## config.mk

```make
export PLATFORM = sky130hd
export DESIGN_NAME = hazard_unit
export DESIGN_NICKNAME = d
export VERILOG_FILES = /design/src/rv_pkg.sv /design/src/hazard_unit.sv
export SDC_FILE = /design/constraint.sdc
export NUM_CORES = 1
export LEC_CHECK = 0
export ABC_CLOCK_PERIOD_IN_PS = 2950
export BUFFER_PORTS_ARGS = -buffer_cell sky130_fd_sc_hd__buf_2
export CORE_AREA = 2 2 39 41
export DETAILED_ROUTE_END_ITERATION = 10
export DIE_AREA = 0 0 41 43
export GPL_ROUTABILITY_DRIVEN = 0
export PLACE_DENSITY = 0.65
export SYNTH_ARGS = -nofsm -noshare
export SYNTH_HDL_FRONTEND = slang
export SYNTH_SLANG_ARGS = --single-unit
```

## constraint.sdc

```tcl
create_clock -name vclk -period 2.95
set_clock_uncertainty 0.1 [all_clocks]
set_input_delay 0.59 -clock vclk [all_inputs]
set_output_delay 0.59 -clock vclk [all_outputs]
set_load 0.02 [all_outputs]
```

## src/rv_pkg.sv

```systemverilog
package rv_pkg;

    localparam int xlen = 32;

    localparam logic [31:0] reset_pc = 32'h0000_0000;

    // ADDI x0, x0, 0
    localparam logic [31:0] nop_instr = 32'h0000_0013;

    // RV32I major opcodes
    typedef enum logic [6:0] {
        op_reg    = 7'b0110011,
        op_imm    = 7'b0010011,
        op_load   = 7'b0000011,
        op_store  = 7'b0100011,
        op_branch = 7'b1100011,
        op_jal    = 7'b1101111,
        op_lui    = 7'b0110111
    } opcode_e;

    typedef enum logic [2:0] {
        alu_add,
        alu_sub,
        alu_and,
        alu_or,
        alu_xor,
        alu_slt,
        alu_pass_b
    } alu_op_e;

    // Source of a decode operand
    typedef enum logic [1:0] {
        fwd_rf,
        fwd_ex,
        fwd_mem
    } fwd_sel_e;

endpackage

```

## src/hazard_unit.sv

```systemverilog
`timescale 1ns/1ps

module hazard_unit (
    input  logic [4:0]       rs1,
    input  logic [4:0]       rs2,
    input  rv_pkg::opcode_e  opcode_id,
    input  logic [4:0]       rd_ex,
    input  logic             reg_write_ex,
    input  logic             is_load,
    input  logic [4:0]       rd_mem,
    input  logic             reg_write_mem,
    input  logic             jump,
    input  logic             acki_n,
    input  logic             ackd_n,
    input  logic             mreq,
    output rv_pkg::fwd_sel_e fwd1,
    output rv_pkg::fwd_sel_e fwd2,
    output logic             stall,
    output logic             flush,
    output logic             freeze
);

    logic uses_rs1;
    logic uses_rs2;

    // Youngest producer wins
    function automatic rv_pkg::fwd_sel_e fwd_pick(input logic [4:0] rs, input logic [4:0] rd_e,
                                                  input logic we_e, input logic [4:0] rd_m,
                                                  input logic we_m);
        if (rs == 5'd0) begin
            return rv_pkg::fwd_rf;
        end
        if (we_e && rd_e == rs) begin
            return rv_pkg::fwd_ex;
        end
        if (we_m && rd_m == rs) begin
            return rv_pkg::fwd_mem;
        end
        return rv_pkg::fwd_rf;
    endfunction

    assign fwd1 = fwd_pick(rs1, rd_ex, reg_write_ex, rd_mem, reg_write_mem);
    assign fwd2 = fwd_pick(rs2, rd_ex, reg_write_ex, rd_mem, reg_write_mem);

    assign uses_rs1 = opcode_id != rv_pkg::op_lui && opcode_id != rv_pkg::op_jal;
    assign uses_rs2 = opcode_id == rv_pkg::op_reg || opcode_id == rv_pkg::op_store ||
                      opcode_id == rv_pkg::op_branch;

    // Load data is not ready until MEM
    assign stall = is_load && reg_write_ex && rd_ex != 5'd0 &&
                   ((uses_rs1 && rs1 == rd_ex) || (uses_rs2 && rs2 == rd_ex));

    assign flush  = jump;
    assign freeze = acki_n || (mreq && ackd_n);

endmodule

```

==> metrics.md, run 1 <==
| Metric | Value |
|---|---|
| Max-slew violation count | 0 |
| Residual DRC | 0 |
| CP max-delay cell | or3_1 |
| Final Setup Violations | 0 |
| Die area | ~1800 um2 |
| Post-Place Setup Slack | about 0.56 ns |
| Synth Area in Adders | 0 |
| Total congestion overflow | 0 |
| Final hold slack | between 1 and 1.5 ns |
| Worst Path Max Fanout | 3 |
| Drt pass-1 iters | 4 |
| CP delay by family, top | simple AND/OR/NAND/NOR gates |
| Crit end category | output port |
| Max-slew headroom | 0.821 |
| Mapped Cells | 51 |
| Synth Area in Compound Gates | 0.248 |
| Slowest stage delay, CP | 0.36 ns |
| Register Area | 0 um2 |
| Max-Cap Viols | 0 |
| Hold path start | jump |
| Final Cell Area | 591 um2 |
| Setup Buffers After CTS | 0 |
| Hold buffers post-CTS | 0 |
| CP Buf/Inv Count | 2 |
| I/O Buffers | 39 |
| Vias/cell | 4.90 |
| Synth cell types | 22 |
| Synth Cell Area | between 300 and 400 um2 |
| Post-Synth XOR/XNOR Area | 0.458 |
| Cell taking the most area after synthesis | xnor2_1 |
| DP Wirelength | 1080 um |
| Worst ir drop on vdd | approximately 50 uV |
| Area growth from synthesis to layout | 54.2% |
| RSZ-0062 raised after global routing | no |
| Post-Syn Nets | 85 |
| Leakage | between 0.2 and 0.3 nW |
| Critical Path Start Type | input pin |
| Routed Antenna Nets | 0 |
| Cell area power density | around 130 nW/um2 |
| Fraction of layout cells with a size suffix above 1 | 0.449 |
| Number of global-route vias before repair | 453 |
| HP Class | input pin to output port |
| Multiplexer share of the synthesized area | 0 |
| Initial DRC Count | 5 |
| Outcome | completed |
| DR vias | between 500 and 600 |
| Crit path required time | roughly 2.3 ns |
| Fin worst setup slack | 0.563 ns |
| Final Hold Violating Endpoints | 0 |
| Die H | between 40 and 50 um |
| FFs & Latches | 0 |
| Worst path most repeated cell | buf_2 |
| Slew @ Worst Pin | around 0.27 ns |
| Main combinational cell family by area after synthesis | XOR/XNOR gates |
| # resized after CTS | 0 |
| Final period utilization | 0.809 |
| WP data arrival | between 1.5 and 2 ns |
| Synthesis Warnings | 0 |
| WHS Path Cells | 0 |
| Number of core rows | 14 |
| Final nets | roughly 130 |
| Placed Area | approximately 600 um2 |
| N_diodes | 0 |
| FMAX | ~0.42 GHz |
| Most common cell after layout, fill and taps aside | buf_2 |
| Clkbuf count | 0 |
| Synth Area per Inst | roughly 7.5 um2 |
| Register area share after synthesis | 0 |
| Top cell type's share of synthesized area | 0.297 |
| IO Count | 41 |
| Worst Hold Endpoint | flush |
| Initial Util | 0.277 |
| Drt wl/cell | around 11 um |
| Power consumption | about 77 uW |
| Total Routing Usage GR | 0.129 |
| Crit-path cells | buf_2, or3_1, o311a_1, nand4b_1, o31ai_1, buf_2 |
| Setup TNS | 0 ns |
| Top area cells in the synthesized netlist | xnor2_1, xor2_1, o211a_1, nand4_1, a2111oi_2 |
| Setup CP Type | input pin to output port |
| Final min period | 2.39 ns |
| Die span in x | between 40 and 50 um |
| Largest net degree at the start of global routing | 6 |
| Synth Area in Simple Gates | 0.265 |
| Drt total wl | ~1100 um |
| Core Area | roughly 1400 um2 |
| Initial antenna violation count | 0 |
| # fillers | 159 |
| First-pass GRT wire length | 1700 um |
| Most frequent cells in the layout | buf_2, xnor2_1, xor2_1 |
power by group:
part,switching [mW],internal (mW),total [mW]
Clock,0,0,0
Combinational,0.0374,0.0395,0.0768
Sequential,0,0,0
stage by stage:
| step | utilization | cells |
|---|---|---|
| 6_report | 0.427 | 105 |
| 4_1_cts | 0.427 | 105 |
| 5_1_grt | 0.427 | 105 |
| 3_3_place_gp | 0.427 | 105 |
| 2_1_floorplan | - | 51 |
| 3_5_place_dp | 0.427 | 105 |
metal layers:
metal | GRT usage | share of wire | up-vias
met5 | 0 | 0 | -
met4 | 0 | 0 | 0
met3 | 0.0105 | 0.087 | 0
met2 | 0.247 | 0.51 | 22
met1 | 0.152 | 0.40 | 222
li1 | - | - | 270
cell families after synthesis:
family,Yosys count
xor+xnor,20
buf+inv,2
simple gates,18
compound gates,11
cell usage after synthesis (2+ instances only):
master    count
a211oi_1      2
nand2_1       2
nand3_1       2
nand4_1       3
nor2_1        3
nor3_1        2
o211a_1       2
o211ai_1      2
or4_1         2
xnor2_1      13
xor2_1        7
worst max path at each step:
stage,depth (start not counted),to,slack [ns],from
2_1_floorplan,4,stall,0.68,rd_ex[2]
3_3_place_gp,6,stall,0.57,rd_ex[0]
3_5_place_dp,6,stall,0.56,rd_ex[0]
4_1_cts,6,stall,0.56,rd_ex[0]
5_1_grt,6,stall,0.51,rd_ex[0]
6_report,6,stall,0.56,rd_ex[0]
layout make-up:
class / count / area (um2) / share of cell area
multi-input combinational: 49 / 372 / 0.629
inverter: 1 / 3.75 / 0.00636
timing repair buffer: 39 / 195 / 0.331
tap: 16 / 20.0 / 0.0339
No activity file was read; power rests on OpenSTA's default activity.
==> run 2: changes to the inputs <==
--- a/config.mk
+++ b/config.mk
@@ -5,13 +5,13 @@
 export SDC_FILE = /design/constraint.sdc
 export NUM_CORES = 1
 export LEC_CHECK = 0
-export ABC_CLOCK_PERIOD_IN_PS = 2950
+export ABC_CLOCK_PERIOD_IN_PS = 2020
 export BUFFER_PORTS_ARGS = -buffer_cell sky130_fd_sc_hd__buf_2
 export CORE_AREA = 2 2 39 41
 export DETAILED_ROUTE_END_ITERATION = 10
 export DIE_AREA = 0 0 41 43
 export GPL_ROUTABILITY_DRIVEN = 0
-export PLACE_DENSITY = 0.65
+export PLACE_DENSITY = 0.67
 export SYNTH_ARGS = -nofsm -noshare
 export SYNTH_HDL_FRONTEND = slang
 export SYNTH_SLANG_ARGS = --single-unit
==> constraint.sdc (replaced) <==
create_clock -name vclk -period 2.02
set_clock_uncertainty 0.1 [all_clocks]
set_input_delay 0.404 -clock vclk [all_inputs]
set_output_delay 0.404 -clock vclk [all_outputs]
set_load 0.02 [all_outputs]
==> run 2 against run 1 <==
  * Worst hold slack got worse by 0.37 ns
  * Design area rose by 12%
  * Power rose by 64%
  * Die area did not move
  * Non-clock buffer count rose by 2
  * Via count rose by 1.2%
==> metrics.md, run 2 (synthesis results as in run 1) <==
| Metric | Value |
|---|---|
| HP Class | input pin to output port |
| IO Count | slightly above 40 |
| Final period utilization | 0.992 |
| Fraction of layout cells with a size suffix above 1 | 0.495 |
| Worst Path Max Fanout | 3 |
| FMAX | roughly 0.5 GHz |
| Leakage | 0.306 nW |
| Max-Cap Viols | 0 |
| Total Routing Usage GR | 0.131 |
| I/O Buffers | 39 |
| Core Util, Final | 0.478 |
| Most frequent cells in the layout | buf_2, xnor2_1, xor2_1 |
| Clkbuf count | 0 |
| Final Hold Violating Endpoints | 0 |
| FFs & Latches | 0 |
| Residual DRC | 0 |
| Max-slew headroom | 0.800 |
| Die H | 43 um |
| Final min period | 2.00 ns |
| Area growth from synthesis to layout | 72.9% |
| Slew @ Worst Pin | 0.300 ns |
| Power consumption | 126 uW |
| Crit-path cells | buf_6, or4_4, o211ai_1, a211oi_2, buf_4 |
| Largest net degree at the start of global routing | 6 |
| Core Area | between 1000 and 1500 um2 |
| WP data arrival | roughly 1.5 ns |
| Drt total wl | around 1200 um |
| Drt wl/cell | roughly 11 um |
| Initial DRC Count | 4 |
| Routed Antenna Nets | 0 |
| Most common cell after layout, fill and taps aside | buf_2 |
| Crit end category | output port |
| # fillers | 144 |
| Crit path required time | 1.52 ns |
| RSZ-0062 raised after global routing | yes |
| Cell count after placement | about 110 |
| Drt pass-1 iters | 2 |
| Total congestion overflow | 0 |
| Die span in x | 41 um |
| Die area | between 1500 and 2000 um2 |
| Register Area | 0 um2 |
| CP max-delay cell | or4_4 |
| Final hold slack | between 0.7 and 0.8 ns |
| Initial Util | 0.277 |
| Number of global-route vias before repair | between 400 and 500 |
| Critical Path Start Type | input pin |
| Slowest stage delay, CP | 0.54 ns |
| Area of the multi-input gates | between 300 and 400 um2 |
| Final Setup Violations | 0 |
| Setup CP Type | input pin to output port |
| DR vias | between 500 and 600 |
| Final nets | approximately 130 |
| Outcome | completed |
| Number of core rows | 14 |
| Worst ir drop on vdd | slightly above 70 uV |
| Cell area power density | 190 nW/um2 |
| DP Wirelength | approximately 1100 um |
| Post-Layout Cell Count | approximately 110 |
| First-pass GRT wire length | roughly 1700 um |
| Vias/cell | 4.86 |
| Initial antenna violation count | 0 |
| Max-slew violation count | 0 |
| N_diodes | 0 |
## run 2: cell types whose count changed in the layout (fill, tap and decap cells not counted)
cell and delta:
a211oi_1 -1, buf_8 +1, a211oi_2 +1, buf_2 -7
or4_4 +2, or4_1 -2, buf_6 +5, buf_4 +3
## run 2: critical path: cells and delay by family
kind | cells | cell delay, ns
AOI/OAI and AO/OA | 2 | 0.30
and+or+nand+nor | 1 | 0.54
buffers and inverters | 2 | 0.26
## run 2: what timing repair did
action	CTS	global route
gates resized for setup	0	16
buffers inserted	0	1
endpoints found under the setup margin	0	3
hold buffers	0	0
## run 2: layer usage
metal,share of wire,global-route usage,vias to the layer above
li1,-,-,272
met1,0.38,0.133,225
met2,0.53,0.263,21
met3,0.081,0.0105,2
met4,0.013,0.0200,0
met5,0,0,-
## run 2: area by class of cell
class / instances / area share
Inverter: 1 / 0.00567
Multi-Input combinational cell: 49 / 0.580
Timing Repair Buffer: 41 / 0.384
Tap cell: 16 / 0.0302
## run 2: power by group
| part | internal [mW] | switching, mW |
|---|---|---|
| clock network | 0 | 0 |
| logic | 0.0692 | 0.0568 |
| registers | 0 | 0 |
## run 2: metrics by stage
stage / TNS (ns) / instance area (um2) / setup slack [ns]
2_1_floorplan: 0 / 383 / 0.119
3_3_place_gp: 0 / 598 / 0.0273
4_1_cts: 0 / 598 / 0.00756
6_report: 0 / 662 / 0.0169
5_1_grt: -0.0483 / 662 / -0.0394
3_5_place_dp: 0 / 598 / 0.00948
## run 2: final timing paths
path | start | end | cells after the start | slack, ns
setup / recovery | rs1[4] | fwd1[1] | 5 | 0.02
hold / removal | jump | flush | 0 | 0.71
==> run 3: changes to the inputs <==
--- a/config.mk
+++ b/config.mk
@@ -7,11 +7,12 @@
 export LEC_CHECK = 0
 export ABC_CLOCK_PERIOD_IN_PS = 2020
 export BUFFER_PORTS_ARGS = -buffer_cell sky130_fd_sc_hd__buf_2
-export CORE_AREA = 2 2 39 41
+export CELL_PAD_IN_SITES_DETAIL_PLACEMENT = 1
+export CELL_PAD_IN_SITES_GLOBAL_PLACEMENT = 1
+export CORE_UTILIZATION = 21
 export DETAILED_ROUTE_END_ITERATION = 10
-export DIE_AREA = 0 0 41 43
 export GPL_ROUTABILITY_DRIVEN = 0
-export PLACE_DENSITY = 0.67
+export PLACE_DENSITY = 0.77
 export SYNTH_ARGS = -nofsm -noshare
 export SYNTH_HDL_FRONTEND = slang
 export SYNTH_SLANG_ARGS = --single-unit
==> run 3 against run 2 <==
  * Utilization fell by 11 points
  * Routed wire length rose by 22%
  * Power decreased by 2.6%
  * Worst hold slack about the same
  * Critical path depth increased by 1
  * Via count up 1.5%
  * Sequential share of layout area is the same
  * Combinational power hardly changed
  * Final cell count grew 7.5%
  * Global-route usage up 0.11 points
  * Design area fell by 4.2%
  * Worst setup slack better by 0.0074 ns
  * Critical endpoint is now stall
  * Largest power group unchanged
  * Highest routed layer is now met3
==> metrics.md, run 3 (synthesis results as in run 1) <==
| Metric | Value |
|---|---|
| Total congestion overflow | 0 |
| First-pass GRT wire length | between 2000 and 2500 um |
| Cell count after placement | 115 |
| Flop pwr share | 0 |
| Setup TNS | 0 ns |
| DP Wirelength | between 1000 and 1500 um |
| Register Area | 0 um2 |
| Core Area | about 1700 um2 |
| Internal power | 62.5 uW |
| Fraction of layout cells with a size suffix above 1 | 0.489 |
| Total Routing Usage GR | 0.132 |
| Critical Path Start Type | input pin |
| Final min period | roughly 2.0 ns |
| Clkbuf count | 0 |
| HP Class | input pin to output port |
| Final Setup Violations | 0 |
| Final Hold Violating Endpoints | 0 |
| DR vias | roughly 530 |
| Final nets | about 130 |
| Worst ir drop on vdd | ~74 uV |
| FMAX | around 0.50 GHz |
| Crit path required time | roughly 1.5 ns |
| Initial DRC Count | 3 |
| Final Cell Area | 634 um2 |
| Outcome | completed |
| Placed Area | a little over 600 um2 |
| Max-Cap Viols | 0 |
| Final period utilization | 0.988 |
| Die span in x | approximately 45 um |
| Core Util, Final | 0.367 |
| Setup CP Type | input pin to output port |
| WP data arrival | between 1 and 1.5 ns |
| Slowest stage delay, CP | about 0.35 ns |
| IO Count | between 40 and 50 |
| Crit end category | output port |
| Number of global-route vias before repair | 482 |
| Initial Util | 0.222 |
| FFs & Latches | 0 |
| Drt total wl | about 1500 um |
| CP max-delay cell | or3_1 |
| Area growth from synthesis to layout | 65.7% |
| Vias/cell | approximately 4.6 |
| Residual DRC | 0 |
| Max-slew headroom | 0.816 |
| N_diodes | 0 |
| Number of core rows | 15 |
| Cell area power density | a little under 200 nW/um2 |
| Combinational Power Share | 1.000 |
| Routed Antenna Nets | 0 |
| Hold path start | jump |
| Clock share of power | 0 |
| WHS Path Cells | 0 |
| Most common cell after layout, fill and taps aside | buf_2 |
| Crit-path cells | buf_6, or3_1, o311a_1, nand4b_1, o31ai_1, buf_2 |
| # fillers | 243 |
| Leakage | between 0.2 and 0.3 nW |
| Drt pass-1 iters | 2 |
| Die area | about 2000 um2 |
| Largest net degree at the start of global routing | 6 |
| Worst Hold Endpoint | flush |
| Slew @ Worst Pin | ~0.28 ns |
| Die H | approximately 45 um |
| Switching portion of total power | 0.491 |
| RSZ-0062 raised after global routing | yes |
| Drt wl/cell | between 10 and 15 um |
| Initial antenna violation count | 0 |
| Power consumption | between 100 and 150 uW |
| Post-Layout Cell Count | 115 |
| Max-slew violation count | 0 |
| Psw | around 60 uW |
| Most frequent cells in the layout | buf_2, xnor2_1, xor2_1 |
| Worst Path Max Fanout | 2 |
| Hold buffers post-CTS | 0 |
| I/O Buffers | 39 |
## run 3: worst max path at each step
stage              from    end  slack [ns]
3_5_place_dp   rd_ex[2]  stall       -0.01
5_1_grt        rd_ex[0]  stall       -0.03
3_3_place_gp   rd_ex[0]  stall      -0.001
6_report       rd_ex[0]  stall        0.02
2_1_floorplan  rd_ex[2]  stall        0.12
4_1_cts        rd_ex[0]  stall        0.01
## run 3: cell type report
class              instances  area (um2)  area share
inverters                  1        3.75     0.00592
multi-input cells         49         384       0.606
well taps                 25        31.3      0.0493
repair buffers            40         215       0.339
## run 3: power groups by stage
stage          clock network, mW  registers, mW  logic [mW]
6_report                       0              0       0.123
3_5_place_dp                   0              0       0.118
2_1_floorplan                  0              0      0.0562
3_3_place_gp                   0              0       0.114
4_1_cts                        0              0       0.122
5_1_grt                        0              0       0.134
## run 3: worst max-delay path: cells and delay by family
kind	cells	cell delay, ns
buf+inv	2	0.25
compound gates	2	0.38
simple gates	2	0.45
## run 3: per-stage QoR
| step | setup WS, ns | hold WS, ns |
|---|---|---|
| 4_1_cts | 0.0112 | 0.708 |
| 3_5_place_dp | -0.00994 | 0.708 |
| 5_1_grt | -0.0266 | 0.708 |
| 3_3_place_gp | -0.00104 | 0.708 |
| 6_report | 0.0243 | 0.708 |
| 2_1_floorplan | 0.119 | 0.821 |
## run 3: metal layers
| layer | track usage | wire length [um] | up-vias |
|---|---|---|---|
| li1 | - | - | 271 |
| met1 | 0.171 | 642 | 235 |
| met2 | 0.256 | 735 | 22 |
| met3 | 0.00400 | 74 | 0 |
| met4 | 0 | 0 | 0 |
| met5 | 0 | 0 | - |
## run 3: timing repair
item | CTS | global route
buffers inserted | 0 | 0
gates resized for setup | 4 | 2
endpoints found under the setup margin | 1 | 4
pin swaps | 0 | 0
gates cloned | 0 | 0
