$ cat src/rv_pkg.sv
package rv_pkg;

    localparam int xlen = 32;

    localparam logic [31:0] reset_pc = 32'h0000_0000;

    // ADDI x0, x0, 0
    localparam logic [31:0] nop_instr = 32'h0000_0013;

    // RV32I major opcodes
    typedef enum logic [6:0] {
        op_reg    = 7'b0110011,
        op_imm    = 7'b0010011,
        op_load   = 7'b0000011,
        op_store  = 7'b0100011,
        op_branch = 7'b1100011,
        op_jal    = 7'b1101111,
        op_lui    = 7'b0110111
    } opcode_e;

    typedef enum logic [2:0] {
        alu_add,
        alu_sub,
        alu_and,
        alu_or,
        alu_xor,
        alu_slt,
        alu_pass_b
    } alu_op_e;

    // Source of a decode operand
    typedef enum logic [1:0] {
        fwd_rf,
        fwd_ex,
        fwd_mem
    } fwd_sel_e;

endpackage

$ cat src/ex_stage.sv
`timescale 1ns/1ps

module ex_stage (
    input  logic                    clk,
    input  logic                    rst_n,
    input  logic                    freeze,
    input  rv_pkg::opcode_e         opcode_ex,
    input  rv_pkg::alu_op_e         alu_op_ex,
    input  logic [2:0]              funct3_ex,
    input  logic [4:0]              rd_ex,
    input  logic                    reg_write_ex,
    input  logic [rv_pkg::xlen-1:0] op_a_ex,
    input  logic [rv_pkg::xlen-1:0] op_b_ex,
    input  logic [rv_pkg::xlen-1:0] store_data_ex,
    input  logic [rv_pkg::xlen-1:0] imm_ex,
    input  logic [rv_pkg::xlen-1:0] pc_ex,
    input  logic [rv_pkg::xlen-1:0] pc4_ex,
    input  logic                    use_imm_ex,
    output logic [rv_pkg::xlen-1:0] ex_result,
    output logic                    jump,
    output logic [rv_pkg::xlen-1:0] target,
    output logic                    is_load,
    output rv_pkg::opcode_e         opcode_mem,
    output logic [rv_pkg::xlen-1:0] alu_result_mem,
    output logic [rv_pkg::xlen-1:0] store_data_mem,
    output logic [4:0]              rd_mem,
    output logic                    reg_write_mem,
    output logic [rv_pkg::xlen-1:0] pc4_mem
);

    logic [rv_pkg::xlen-1:0] alu_b;
    logic [rv_pkg::xlen-1:0] alu_y;
    logic                    taken;

    assign alu_b = use_imm_ex ? imm_ex : op_b_ex;

    always_comb begin
        case (alu_op_ex)
            rv_pkg::alu_sub:    alu_y = op_a_ex - alu_b;
            rv_pkg::alu_and:    alu_y = op_a_ex & alu_b;
            rv_pkg::alu_or:     alu_y = op_a_ex | alu_b;
            rv_pkg::alu_xor:    alu_y = op_a_ex ^ alu_b;
            rv_pkg::alu_slt:    alu_y = {31'd0, $signed(op_a_ex) < $signed(alu_b)};
            rv_pkg::alu_pass_b: alu_y = alu_b;
            default:            alu_y = op_a_ex + alu_b;
        endcase
    end

    // BEQ, BNE, BLT, BGE
    always_comb begin
        case (funct3_ex)
            3'b000:  taken = op_a_ex == op_b_ex;
            3'b001:  taken = op_a_ex != op_b_ex;
            3'b100:  taken = $signed(op_a_ex) < $signed(op_b_ex);
            3'b101:  taken = $signed(op_a_ex) >= $signed(op_b_ex);
            default: taken = 1'b0;
        endcase
    end

    assign jump      = (opcode_ex == rv_pkg::op_branch && taken) || opcode_ex == rv_pkg::op_jal;
    assign target    = pc_ex + imm_ex;
    assign is_load   = opcode_ex == rv_pkg::op_load;
    // Link value for JAL
    assign ex_result = (opcode_ex == rv_pkg::op_jal) ? pc4_ex : alu_y;

    always_ff @(posedge clk or negedge rst_n) begin
        if (!rst_n) begin
            opcode_mem    <= rv_pkg::op_imm;
            rd_mem        <= 5'd0;
            reg_write_mem <= 1'b0;
        end else if (!freeze) begin
            opcode_mem    <= opcode_ex;
            rd_mem        <= rd_ex;
            reg_write_mem <= reg_write_ex;
        end
    end

    always_ff @(posedge clk) begin
        if (!freeze) begin
            alu_result_mem <= alu_y;
            store_data_mem <= store_data_ex;
            pc4_mem        <= pc4_ex;
        end
    end

endmodule

$ cat config.mk
export PLATFORM = sky130hd
export DESIGN_NAME = ex_stage
export DESIGN_NICKNAME = d
export VERILOG_FILES = /design/src/rv_pkg.sv /design/src/ex_stage.sv
export SDC_FILE = /design/constraint.sdc
export NUM_CORES = 1
export LEC_CHECK = 0
export BUFFER_PORTS_ARGS = -buffer_cell sky130_fd_sc_hd__buf_2
export CAP_MARGIN = 20
export CORE_AREA = 2 2 159 161
export CTS_BUF_LIST = sky130_fd_sc_hd__clkbuf_8
export CTS_CLUSTER_DIAMETER = 80
export DETAILED_ROUTE_END_ITERATION = 10
export DIE_AREA = 0 0 161 163
export PLACE_DENSITY = 0.78
export SYNTH_ARGS = -nofsm -noshare
export SYNTH_HDL_FRONTEND = slang
export SYNTH_SLANG_ARGS = --single-unit
$ cat constraint.sdc
create_clock -name clk -period 16.7 [get_ports clk]
set_clock_uncertainty 0.15 [all_clocks]
set_input_delay 4.175 -clock clk [delete_from_list [all_inputs] [get_ports clk]]
set_output_delay 4.175 -clock clk [all_outputs]
set_load 0.03 [all_outputs]
==> out/results.ini, run 1 <==
[logic_synthesis]
async_flop_share_pct=11.93
synth_ff_type=edfxtp_1
syn_area_mm2=0.01215
synth-edff-count=96
synth_cell_types=79
ys_ff_latch=109
yosysSeqAreaShare_pct=26.44
synth_nets=1840
syn-instance-count=1461
yosys_warnings=0
syn_area_per_cell_um2=8.313

[cts]
cts_sinks=109
cts_tree=done
ctsHoldBuffers=0
path_clk_slew_ps=100
post_cts_resized=0
cts_buffers=9
clk_path_buf_depth=2
post_cts_buffers=0
clk_latency_ps=350
cts-root-buf=clkbuf_8
cts_max_level=3

[route]
firstDrtPassIters=6
wl_um=41840
via_per_inst=5.867
vias=12580
drt-initial-drc-count=1317
antenna_left=0
routedWlPerCell_um=19.51
drc_errors=0

[worst_setup_path]
crit_slowest_cell=a221oi_1
cp_data_arrival_time_ps=8540
cp-endpoint=ex_result[20]
cp_slowest_stage_delay_ps=540
crit_chain=buf_2, buf_4, mux2i_1, inv_1, ha_1, inv_1, fa_1, and2b_1, o211ai_1, nand3_1, a211oi_1, o41ai_1, a221oi_1, a2bb2oi_1, nor2_1, a221oi_1, mux2_2, buf_2
crit_path_start=use_imm_ex
reg2reg_depth=1
criticalPathCategory=primary input to primary output
worstPathMaxFanout=42
end_kind=primary output
r2r_start=rd_mem[4]
r2r_setup_slack_ps=15800
r2r-end=rd_mem[4]
cp.required_ps=12380
cp-start-kind=primary input

[pwr]
vdd_drop_max_mv=0.06104
power.total_mw=1.096
seqPwrFrac_pct=30.7
p_clk_share_pct=14.7
switching_share_pct=45.90
p_per_area_mw_per_mm2=75.26
power.switching_mw=0.5029
p_int_mw=0.5927
p_leak_nw=7.085
combPwrFrac_pct=54.6

[finish]
final_core_util_pct=59.00
nNetsFinal=2186
drive_above_1_share_pct=26.55
areaGrowthSynthToFinish_pct=19.86

[timing]
period_share_pct=77.07
rsz0062_at_grt=no
hold_viol=0
max_freq_ghz=0.07770
finalSetupViolCount=0
tightest_slew_ps=1072
period_minus_slack_ps=12870
final.setup.tns_ps=0
max_slew_margin_pct=28.55
final_max_slew_viol_count=0

[global_route]
grt_pass1_vias=11420
antenna_found_initial=1
grtUsageTotal_pct=30.38
grt_overflow=0
grt_max_degree=68
grt_pass1_wl_um=63010

[floorplan]
die_x_um=161
placementRows=58
fp.dieH_um=163
die_area_mm2=0.02624
start_util_pct=49.22
coreArea_mm2=0.02467
ios=390

[status]
outcome=finished clean

[flow_run]
maxCapViolCount=0

[placement]
gp_congestion=0.9572
io_buffers=389
hpwl_um=34250

[worst_hold_path]
hold_path.class=register to register

cells in the mapped netlist, drive strengths merged, types with 8 or more instances:
master / n / area [µm²]
edfxtp: 96 / 2883
a211oi: 10 / 80.07
o211ai: 16 / 120.1
o21bai: 11 / 82.58
xor2: 10 / 87.58
nor2b: 10 / 70.06
nor3: 19 / 95.09
inv: 141 / 529.3
buf: 11 / 55.05
a21oi: 138 / 694.4
xnor2: 45 / 394.1
ha: 161 / 2014
nand3: 18 / 90.09
clkbuf: 53 / 198.9
a21o: 43 / 327.8
a221oi: 11 / 96.34
nand2: 101 / 379.1
mux2i: 27 / 270.3
nor4: 9 / 56.30
a31oi: 8 / 50.05
o31ai: 17 / 141.4
o21ai: 108 / 548.0
o22ai: 28 / 175.2
a22oi: 10 / 75.07
nand4: 16 / 100.1
o21a: 21 / 157.7
dfrtp: 10 / 250.2
nor2: 139 / 521.8
nand2b: 15 / 93.84
and3: 8 / 50.05
mux2: 34 / 386.6
or3: 9 / 56.30
o221ai: 8 / 70.07
worst max-delay path: cells and delay by family:
kind	cells	cell delay [ps]
AOI/OAI and AO/OA	6	1900
buffers and inverters	5	910
adders and majority gates	2	630
muxes	2	480
and+or+nand+nor	3	400
power by group through the flow:
stage | clock [mW] | combinational (mW) | sequential, mW
finish | 0.161 | 0.598 | 0.336
global route | 0.175 | 0.643 | 0.339
CTS | 0.165 | 0.589 | 0.337
detailed placement | 0 | 0.587 | 0.343
global placement | 0 | 0.580 | 0.342
floorplan | 0 | 0.352 | 0.402
worst min path at each step:
stage             startpoint            end  slack [ps]  cells past startpoint
6_report       opcode_mem[6]  opcode_mem[6]         360                      1
5_1_grt        opcode_mem[6]  opcode_mem[6]         380                      1
4_1_cts        opcode_mem[6]  opcode_mem[6]         360                      1
3_5_place_dp       rd_mem[0]      rd_mem[0]         340                      1
3_3_place_gp       rd_mem[1]      rd_mem[1]         330                      1
2_1_floorplan  opcode_mem[0]  opcode_mem[0]         530                      1
sequential cells by signal, summed over array words and instances, names as in the netlist:
register	cells
alu_result_mem	32
opcode_mem	7
pc4_mem	32
rd_mem	5
reg_write_mem	1
store_data_mem	32
layout make-up:
| class | count | area (µm²) |
|---|---|---|
| timing repair buffer | 399 | 2029 |
| tap | 330 | 412.9 |
| clock inverter | 7 | 85.08 |
| clock buffer | 9 | 123.9 |
| antenna | 2 | 5.005 |
| fill | 2287 | 10120 |
| multi-input combinational | 1143 | 8143 |
| inverter | 145 | 546.8 |
| sequential | 109 | 3212 |
through the flow:
step	instances	worst slack [ps]	hold slack [ps]	area (µm²)
CTS	2141	3891	363.0	14540
detailed placement	2125	3896	338.0	14330
global route	2143	3547	379.2	14560
finish	2144	3830	361.2	14560
floorplan	1461	3905	529.6	12150
global placement	2124	4045	331.8	14320
cell families after synthesis:
logic type      synth area share (%)
xor+xnor                       3.966
compound gates                 26.62
flops                          26.44
simple gates                   13.91
fa+ha+maj                      17.08
mux                            5.408
buf+inv                        6.573
metal layers:
| metal | GRT usage, % | up-vias | routed length [µm] |
|---|---|---|---|
| li1 | - | 6014 | - |
| met1 | 41.97 | 5828 | 18040 |
| met2 | 48.89 | 680 | 18710 |
| met3 | 5.704 | 56 | 4081 |
| met4 | 8.239 | 0 | 1008 |
| met5 | 0 | - | 0 |
cells in the final DEF (no fill, tap or decap), types with 33 or more instances in the layout:
cell	count
a21oi_1	137
mux2_2	33
o21ai_0	103
inv_1	140
nor2_1	139
nand2_1	101
buf_2	389
ha_1	161
xnor2_1	45
edfxtp_1	96
a21o_1	39
Power figures use the tool's default switching activity.
==> run 2: changes to the inputs <==
--- a/config.mk
+++ b/config.mk
@@ -7,12 +7,12 @@
 export LEC_CHECK = 0
 export BUFFER_PORTS_ARGS = -buffer_cell sky130_fd_sc_hd__buf_2
 export CAP_MARGIN = 20
-export CORE_AREA = 2 2 159 161
+export CORE_AREA = 2 2 161 163
 export CTS_BUF_LIST = sky130_fd_sc_hd__clkbuf_8
 export CTS_CLUSTER_DIAMETER = 80
 export DETAILED_ROUTE_END_ITERATION = 10
-export DIE_AREA = 0 0 161 163
-export PLACE_DENSITY = 0.78
+export DIE_AREA = 0 0 163 165
+export PLACE_DENSITY = 0.8
 export SYNTH_ARGS = -nofsm -noshare
 export SYNTH_HDL_FRONTEND = slang
 export SYNTH_SLANG_ARGS = --single-unit
==> constraint.sdc (replaced) <==
create_clock -name clk -period 11.6 [get_ports clk]
set_clock_uncertainty 0.15 [all_clocks]
set_input_delay 2.9 -clock clk [delete_from_list [all_inputs] [get_ports clk]]
set_output_delay 2.9 -clock clk [all_outputs]
set_load 0.03 [all_outputs]
==> run 2 against run 1 <==
Via count grew 2.3%. Cell area up 0.26%. Clock power up 46%. Combinational power is 46% higher. Utilization fell by 0.71 points. Sequential power increased by 45%.
==> out/results.ini, run 2 (same netlist as run 1, synthesis figures left out) <==
[global_route]
grt_pass1_vias=11820  ; +3.5%
grt_max_degree=71  ; +4.4%
grtUsageTotal_pct=31.29  ; +0.91 points
antenna_found_initial=1  ; unchanged
grt_overflow=0  ; unchanged
top_usage_layer=met2
use_met3_pct=5.600  ; -0.10 points
grt_pass1_wl_um=65830  ; +4.5%
met2_usage_pct=50.94  ; +2.1 points
use_met1_pct=42.82  ; +0.85 points

[pwr]
vdd_drop_max_mv=0.1132  ; +85%
p_leak_nw=7.119  ; +0.49%
p_per_area_mw_per_mm2=109.1  ; +45%

[cts]
cts_buffers=9  ; unchanged
cts-root-buf=clkbuf_8
cts_tree=done
cts_max_level=3  ; unchanged
cts_sinks=109  ; unchanged
post_cts_resized=0  ; unchanged
path_clk_slew_ps=100  ; about the same
clk_latency_ps=370  ; +20 ps
post_cts_buffers=0  ; unchanged
ctsHoldBuffers=0  ; unchanged
clk_path_buf_depth=2  ; unchanged

[route]
vias=12870  ; +2.3%
wl_um=44140  ; +5.5%
antenna_left=0  ; unchanged
routedWlPerCell_um=20.54  ; +5.3%
via_per_inst=5.989  ; +2.1%
drt-initial-drc-count=1504  ; +14%
firstDrtPassIters=5  ; -1
drc_errors=0  ; unchanged

[worst_setup_path]
r2r_setup_slack_ps=10670  ; -5130 ps
reg2reg_depth=1  ; unchanged
cp-start-kind=primary input
cp_data_arrival_time_ps=7520  ; -1020 ps
criticalPathCategory=primary input to primary output
worstPathMaxFanout=29  ; -31%
end_kind=primary output
crit_path_start=use_imm_ex
cp.required_ps=8550  ; -3830 ps
r2r_start=opcode_mem[3]

[timing]
period_share_pct=91.11
final.setup.worst_slack_ps=1032  ; -2798 ps
hold_ws_ps=361.9  ; +0.7590 ps
tightest_slew_ps=951.4  ; -120.3 ps
hold_viol=0  ; unchanged
rsz0062_at_grt=no
final.setup.tns_ps=0  ; unchanged
max_freq_ghz=0.09462
period_minus_slack_ps=10570
max_slew_margin_pct=36.44  ; +7.9 points
final_max_slew_viol_count=0  ; unchanged
finalSetupViolCount=0  ; unchanged

[finish]
top_regs=alu_result_mem: 32 flops, pc4_mem: 32 flops, store_data_mem: 32 flops
nFillCells=2305  ; +0.79%
antenna_cells=0  ; -2
regArea_mm2=0.003212  ; unchanged
fin_cells=2149  ; +0.23%
final_cell_mix=buf_2 (389), ha_1 (161), inv_1 (140)
layout_commonest_cell=buf_2
drive_above_1_share_pct=26.77  ; +0.23 points
fin_area_mm2=0.01460  ; +0.26%
nNetsFinal=2193  ; +0.32%
multi_input_area_mm2=0.008139  ; about the same
areaGrowthSynthToFinish_pct=20.17

[floorplan]
start_util_pct=48.51  ; -0.71 points
die_area_mm2=0.02690  ; +2.5%
die_x_um=163  ; +1.2%
ios=390  ; unchanged
placementRows=58  ; unchanged
coreArea_mm2=0.02504  ; +1.5%
fp.dieH_um=165  ; +1.2%

[placement]
gp_congestion=1.032  ; +7.8%
placed_cells=2133  ; +0.38%
dp_slack_ps=1208  ; -2688 ps
placed_area_mm2=0.01439  ; +0.37%
hpwl_um=36350  ; +6.1%
io_buffers=389  ; unchanged

[worst_hold_path]
hold_path.class=register to register
hold_path_depth=1  ; unchanged
hold_start=opcode_mem[6]

[flow_run]
maxCapViolCount=0  ; unchanged

[status]
outcome=finished clean

run 2: changes by cell type in the layout (fill, tap and decap cells not counted):
cell	before	now
buf_4	8	17
buf_6	2	0
clkinv_4	0	1
diode_2	2	0
a21boi_1	0	1
a21boi_2	1	0
clkinvlp_4	1	0
run 2: area by class of cell:
type                            count  share of cell area, %
Timing Repair Buffer              406                  14.21
Clock buffer                        9                 0.8487
Sequential cell                   109                  22.01
Tap cell                          330                  2.829
Clock inverter                      7                 0.5915
Inverter                          145                  3.746
Multi-Input combinational cell   1143                  55.77
run 2: worst paths after layout:
path,to
max in group asynchronous,opcode_mem[4]
min in group asynchronous,rd_mem[2]
setup reg to reg,opcode_mem[3]
hold reg to reg,opcode_mem[6]
setup / recovery,ex_result[0]
hold / removal,opcode_mem[6]
run 2: layer usage:
layer / vias to the layer above / part of all wire, %
met3: 73 / 10
met4: 0 / 2.4
met5: - / 0
li1: 6025 / -
met2: 752 / 45
met1: 6021 / 42
run 2: where the power goes:
group	switching (mW)	internal (mW)	leakage, nW
Combinational	0.578	0.293	5.93
Sequential	0.0111	0.475	1.09
Clock	0.147	0.0882	0.105
run 2: critical path, stage by stage:
cell	delay [ps]
buf_2	550
buf_4	350
nand2_1	70
o21ai_0	140
inv_1	110
ha_1	520
inv_1	140
a21oi_1	240
a21oi_1	110
a211oi_1	560
and3_1	270
a211oi_2	140
a2111oi_0	510
o31ai_1	140
a21oi_1	310
mux2_2	230
buf_2	190
run 2: stage by stage:
stage                     util, %  power, mW
final                       58.30      1.592
after global routing        58.30      1.678
after CTS                   58.30      1.583
after detailed placement    57.46      1.349
after global placement      57.46      1.337
after floorplan                 -      1.085
==> run 3: changes to the inputs <==
--- a/config.mk
+++ b/config.mk
@@ -7,12 +7,12 @@
 export LEC_CHECK = 0
 export BUFFER_PORTS_ARGS = -buffer_cell sky130_fd_sc_hd__buf_2
 export CAP_MARGIN = 20
-export CORE_AREA = 2 2 161 163
+export CORE_AREA = 2 2 115 228
 export CTS_BUF_LIST = sky130_fd_sc_hd__clkbuf_8
 export CTS_CLUSTER_DIAMETER = 80
 export DETAILED_ROUTE_END_ITERATION = 10
-export DIE_AREA = 0 0 163 165
-export PLACE_DENSITY = 0.8
+export DIE_AREA = 0 0 117 230
+export PLACE_DENSITY = 0.79
 export SYNTH_ARGS = -nofsm -noshare
 export SYNTH_HDL_FRONTEND = slang
 export SYNTH_SLANG_ARGS = --single-unit
==> run 3 against run 2 <==
Count of clock-buffer cells in the layout did not move. Sequential share of layout area barely moved. Register-to-register slack barely moved. Non-clock buffer count is 1 higher. Routed wire length increased by 3.3%. Largest cell class unchanged. Cell count is 0.42% higher. Sequential cell count is the same. Die area hardly changed.
==> out/results.ini, run 3 (same netlist as run 1, synthesis figures left out) <==
[flow_run]
maxCapViolCount=0  ; unchanged

[cts]
post_cts_resized=0  ; unchanged
cts-root-buf=clkbuf_8
clk_path_buf_depth=2  ; unchanged
path_clk_slew_ps=90  ; about the same
cts_buffers=9  ; unchanged
cts_max_level=3  ; unchanged
cts_tree=done
cts_sinks=109  ; unchanged
ctsHoldBuffers=0  ; unchanged
clk_latency_ps=390  ; +20 ps
post_cts_buffers=0  ; unchanged

[floorplan]
die_x_um=117  ; -28%
coreArea_mm2=0.02514  ; +0.40%
start_util_pct=48.32  ; -0.19 points
placementRows=82  ; +41%
fp.dieH_um=230  ; +39%
die_area_mm2=0.02691  ; about the same
ios=390  ; unchanged

[worst_setup_path]
end_kind=primary output
worstPathMaxFanout=26  ; -10%
crit_path_start=use_imm_ex
cp_data_arrival_time_ps=7600  ; +80 ps
r2r_start=opcode_mem[2]
reg2reg_depth=1  ; unchanged
cp-start-kind=primary input
criticalPathCategory=primary input to primary output
cp.required_ps=8550  ; about the same

[timing]
rsz0062_at_grt=no
period_minus_slack_ps=10650  ; +83.79 ps
period_share_pct=91.83  ; +0.72 points
finalSetupViolCount=0  ; unchanged
hold_viol=0  ; unchanged
final_max_slew_viol_count=0  ; unchanged
max_slew_margin_pct=38.63  ; +2.2 points
final.setup.tns_ps=0  ; unchanged
tightest_slew_ps=917.1  ; -34.27 ps
max_freq_ghz=0.09388  ; -0.79%

[global_route]
grt_max_degree=73  ; +2.8%
grt_overflow=0  ; unchanged
grt_pass1_wl_um=67830  ; +3.0%
grt_pass1_vias=12770  ; +8.0%
grtUsageTotal_pct=32.94  ; +1.6 points
antenna_found_initial=0  ; -1

[route]
vias=12940  ; +0.50%
wl_um=45600  ; +3.3%
via_per_inst=5.994  ; about the same
firstDrtPassIters=8  ; +3
antenna_left=0  ; unchanged
drt-initial-drc-count=927  ; -38%
routedWlPerCell_um=21.13  ; +2.9%
drc_errors=0  ; unchanged

[pwr]
vdd_drop_max_mv=0.06784  ; -40%
switching_share_pct=45.32  ; -0.92 points
power.switching_mw=0.7201  ; -2.2%
combPwrFrac_pct=54.9  ; +0.2 points
seqPwrFrac_pct=30.7  ; +0.2 points
power.total_mw=1.589  ; -0.18%
p_int_mw=0.8689  ; +1.5%
p_clk_share_pct=14.4  ; -0.4 points
p_leak_nw=7.119  ; about the same
p_per_area_mw_per_mm2=108.9  ; -0.19%

[placement]
placed_cells=2140  ; +0.33%
hpwl_um=37390  ; +2.9%
gp_congestion=1.088  ; +5.5%
io_buffers=389  ; unchanged

[worst_hold_path]
hold_path_depth=1  ; unchanged
hold_path.class=register to register
hold_start=rd_mem[0]

[finish]
areaGrowthSynthToFinish_pct=20.19  ; about the same
fin_cells=2158  ; +0.42%
final_cell_mix=buf_2 (389), ha_1 (161), inv_1 (140)
nNetsFinal=2194  ; +0.046%
layout_commonest_cell=buf_2
top_regs=alu_result_mem: 32 flops, pc4_mem: 32 flops, store_data_mem: 32 flops
drive_above_1_share_pct=26.76  ; about the same

[status]
outcome=finished clean

[run 3: layout make-up]
class	instances	area, µm²
fill	2323	10540
multi-input combinational	1143	8135
sequential	109	3212
timing repair buffer	407	2082
inverter	145	546.8
tap	336	420.4
clock buffer	9	123.9
clock inverter	7	72.57
antenna	2	5.005
[run 3: worst paths after layout]
kind                                      end  slack [ps]
worst max-delay path            ex_result[29]         950
worst min-delay path                rd_mem[0]         360
worst max register to register  opcode_mem[2]       10680
worst min register to register      rd_mem[0]         360
max in group asynchronous       opcode_mem[4]        8780
min in group asynchronous       opcode_mem[2]        2230
[run 3: worst max-delay path, cell delays in order]
cell,delay [ps]
buf_2,600
mux2i_1,590
ha_1,370
a21o_1,210
a41oi_1,300
a21oi_1,190
o211ai_1,570
a21oi_1,310
a2111oi_0,560
nor2_1,150
mux2i_1,200
o21ai_1,150
mux2_2,290
buf_2,170
[run 3: per-layer routing]
layer  vias to the layer above  wire, µm  global-route usage [%]
li1                       6027         -                       -
met2                       672     23770                   60.21
met1                      6045     15550                   32.75
met5                         -         0                       0
met3                       191      2629                   4.112
met4                         0      3638                   24.26
[run 3: per-stage QoR]
stage,hold slack [ps],util (%),setup WS [ps],cell area (µm²)
2_1_floorplan,529.6,-,1355,12150
3_3_place_gp,332.3,57.27,1406,14400
3_5_place_dp,337.1,57.27,1322,14400
4_1_cts,358.2,58.05,1306,14590
5_1_grt,383.3,58.05,842.0,14590
6_report,358.8,58.07,947.8,14600
[run 3: power groups by stage]
stage | logic, mW | registers (mW) | clock network, mW
floorplan | 0.507 | 0.578 | 0
global placement | 0.849 | 0.495 | 0
detailed placement | 0.859 | 0.497 | 0
CTS | 0.862 | 0.488 | 0.234
global route | 0.937 | 0.492 | 0.247
finish | 0.872 | 0.488 | 0.229
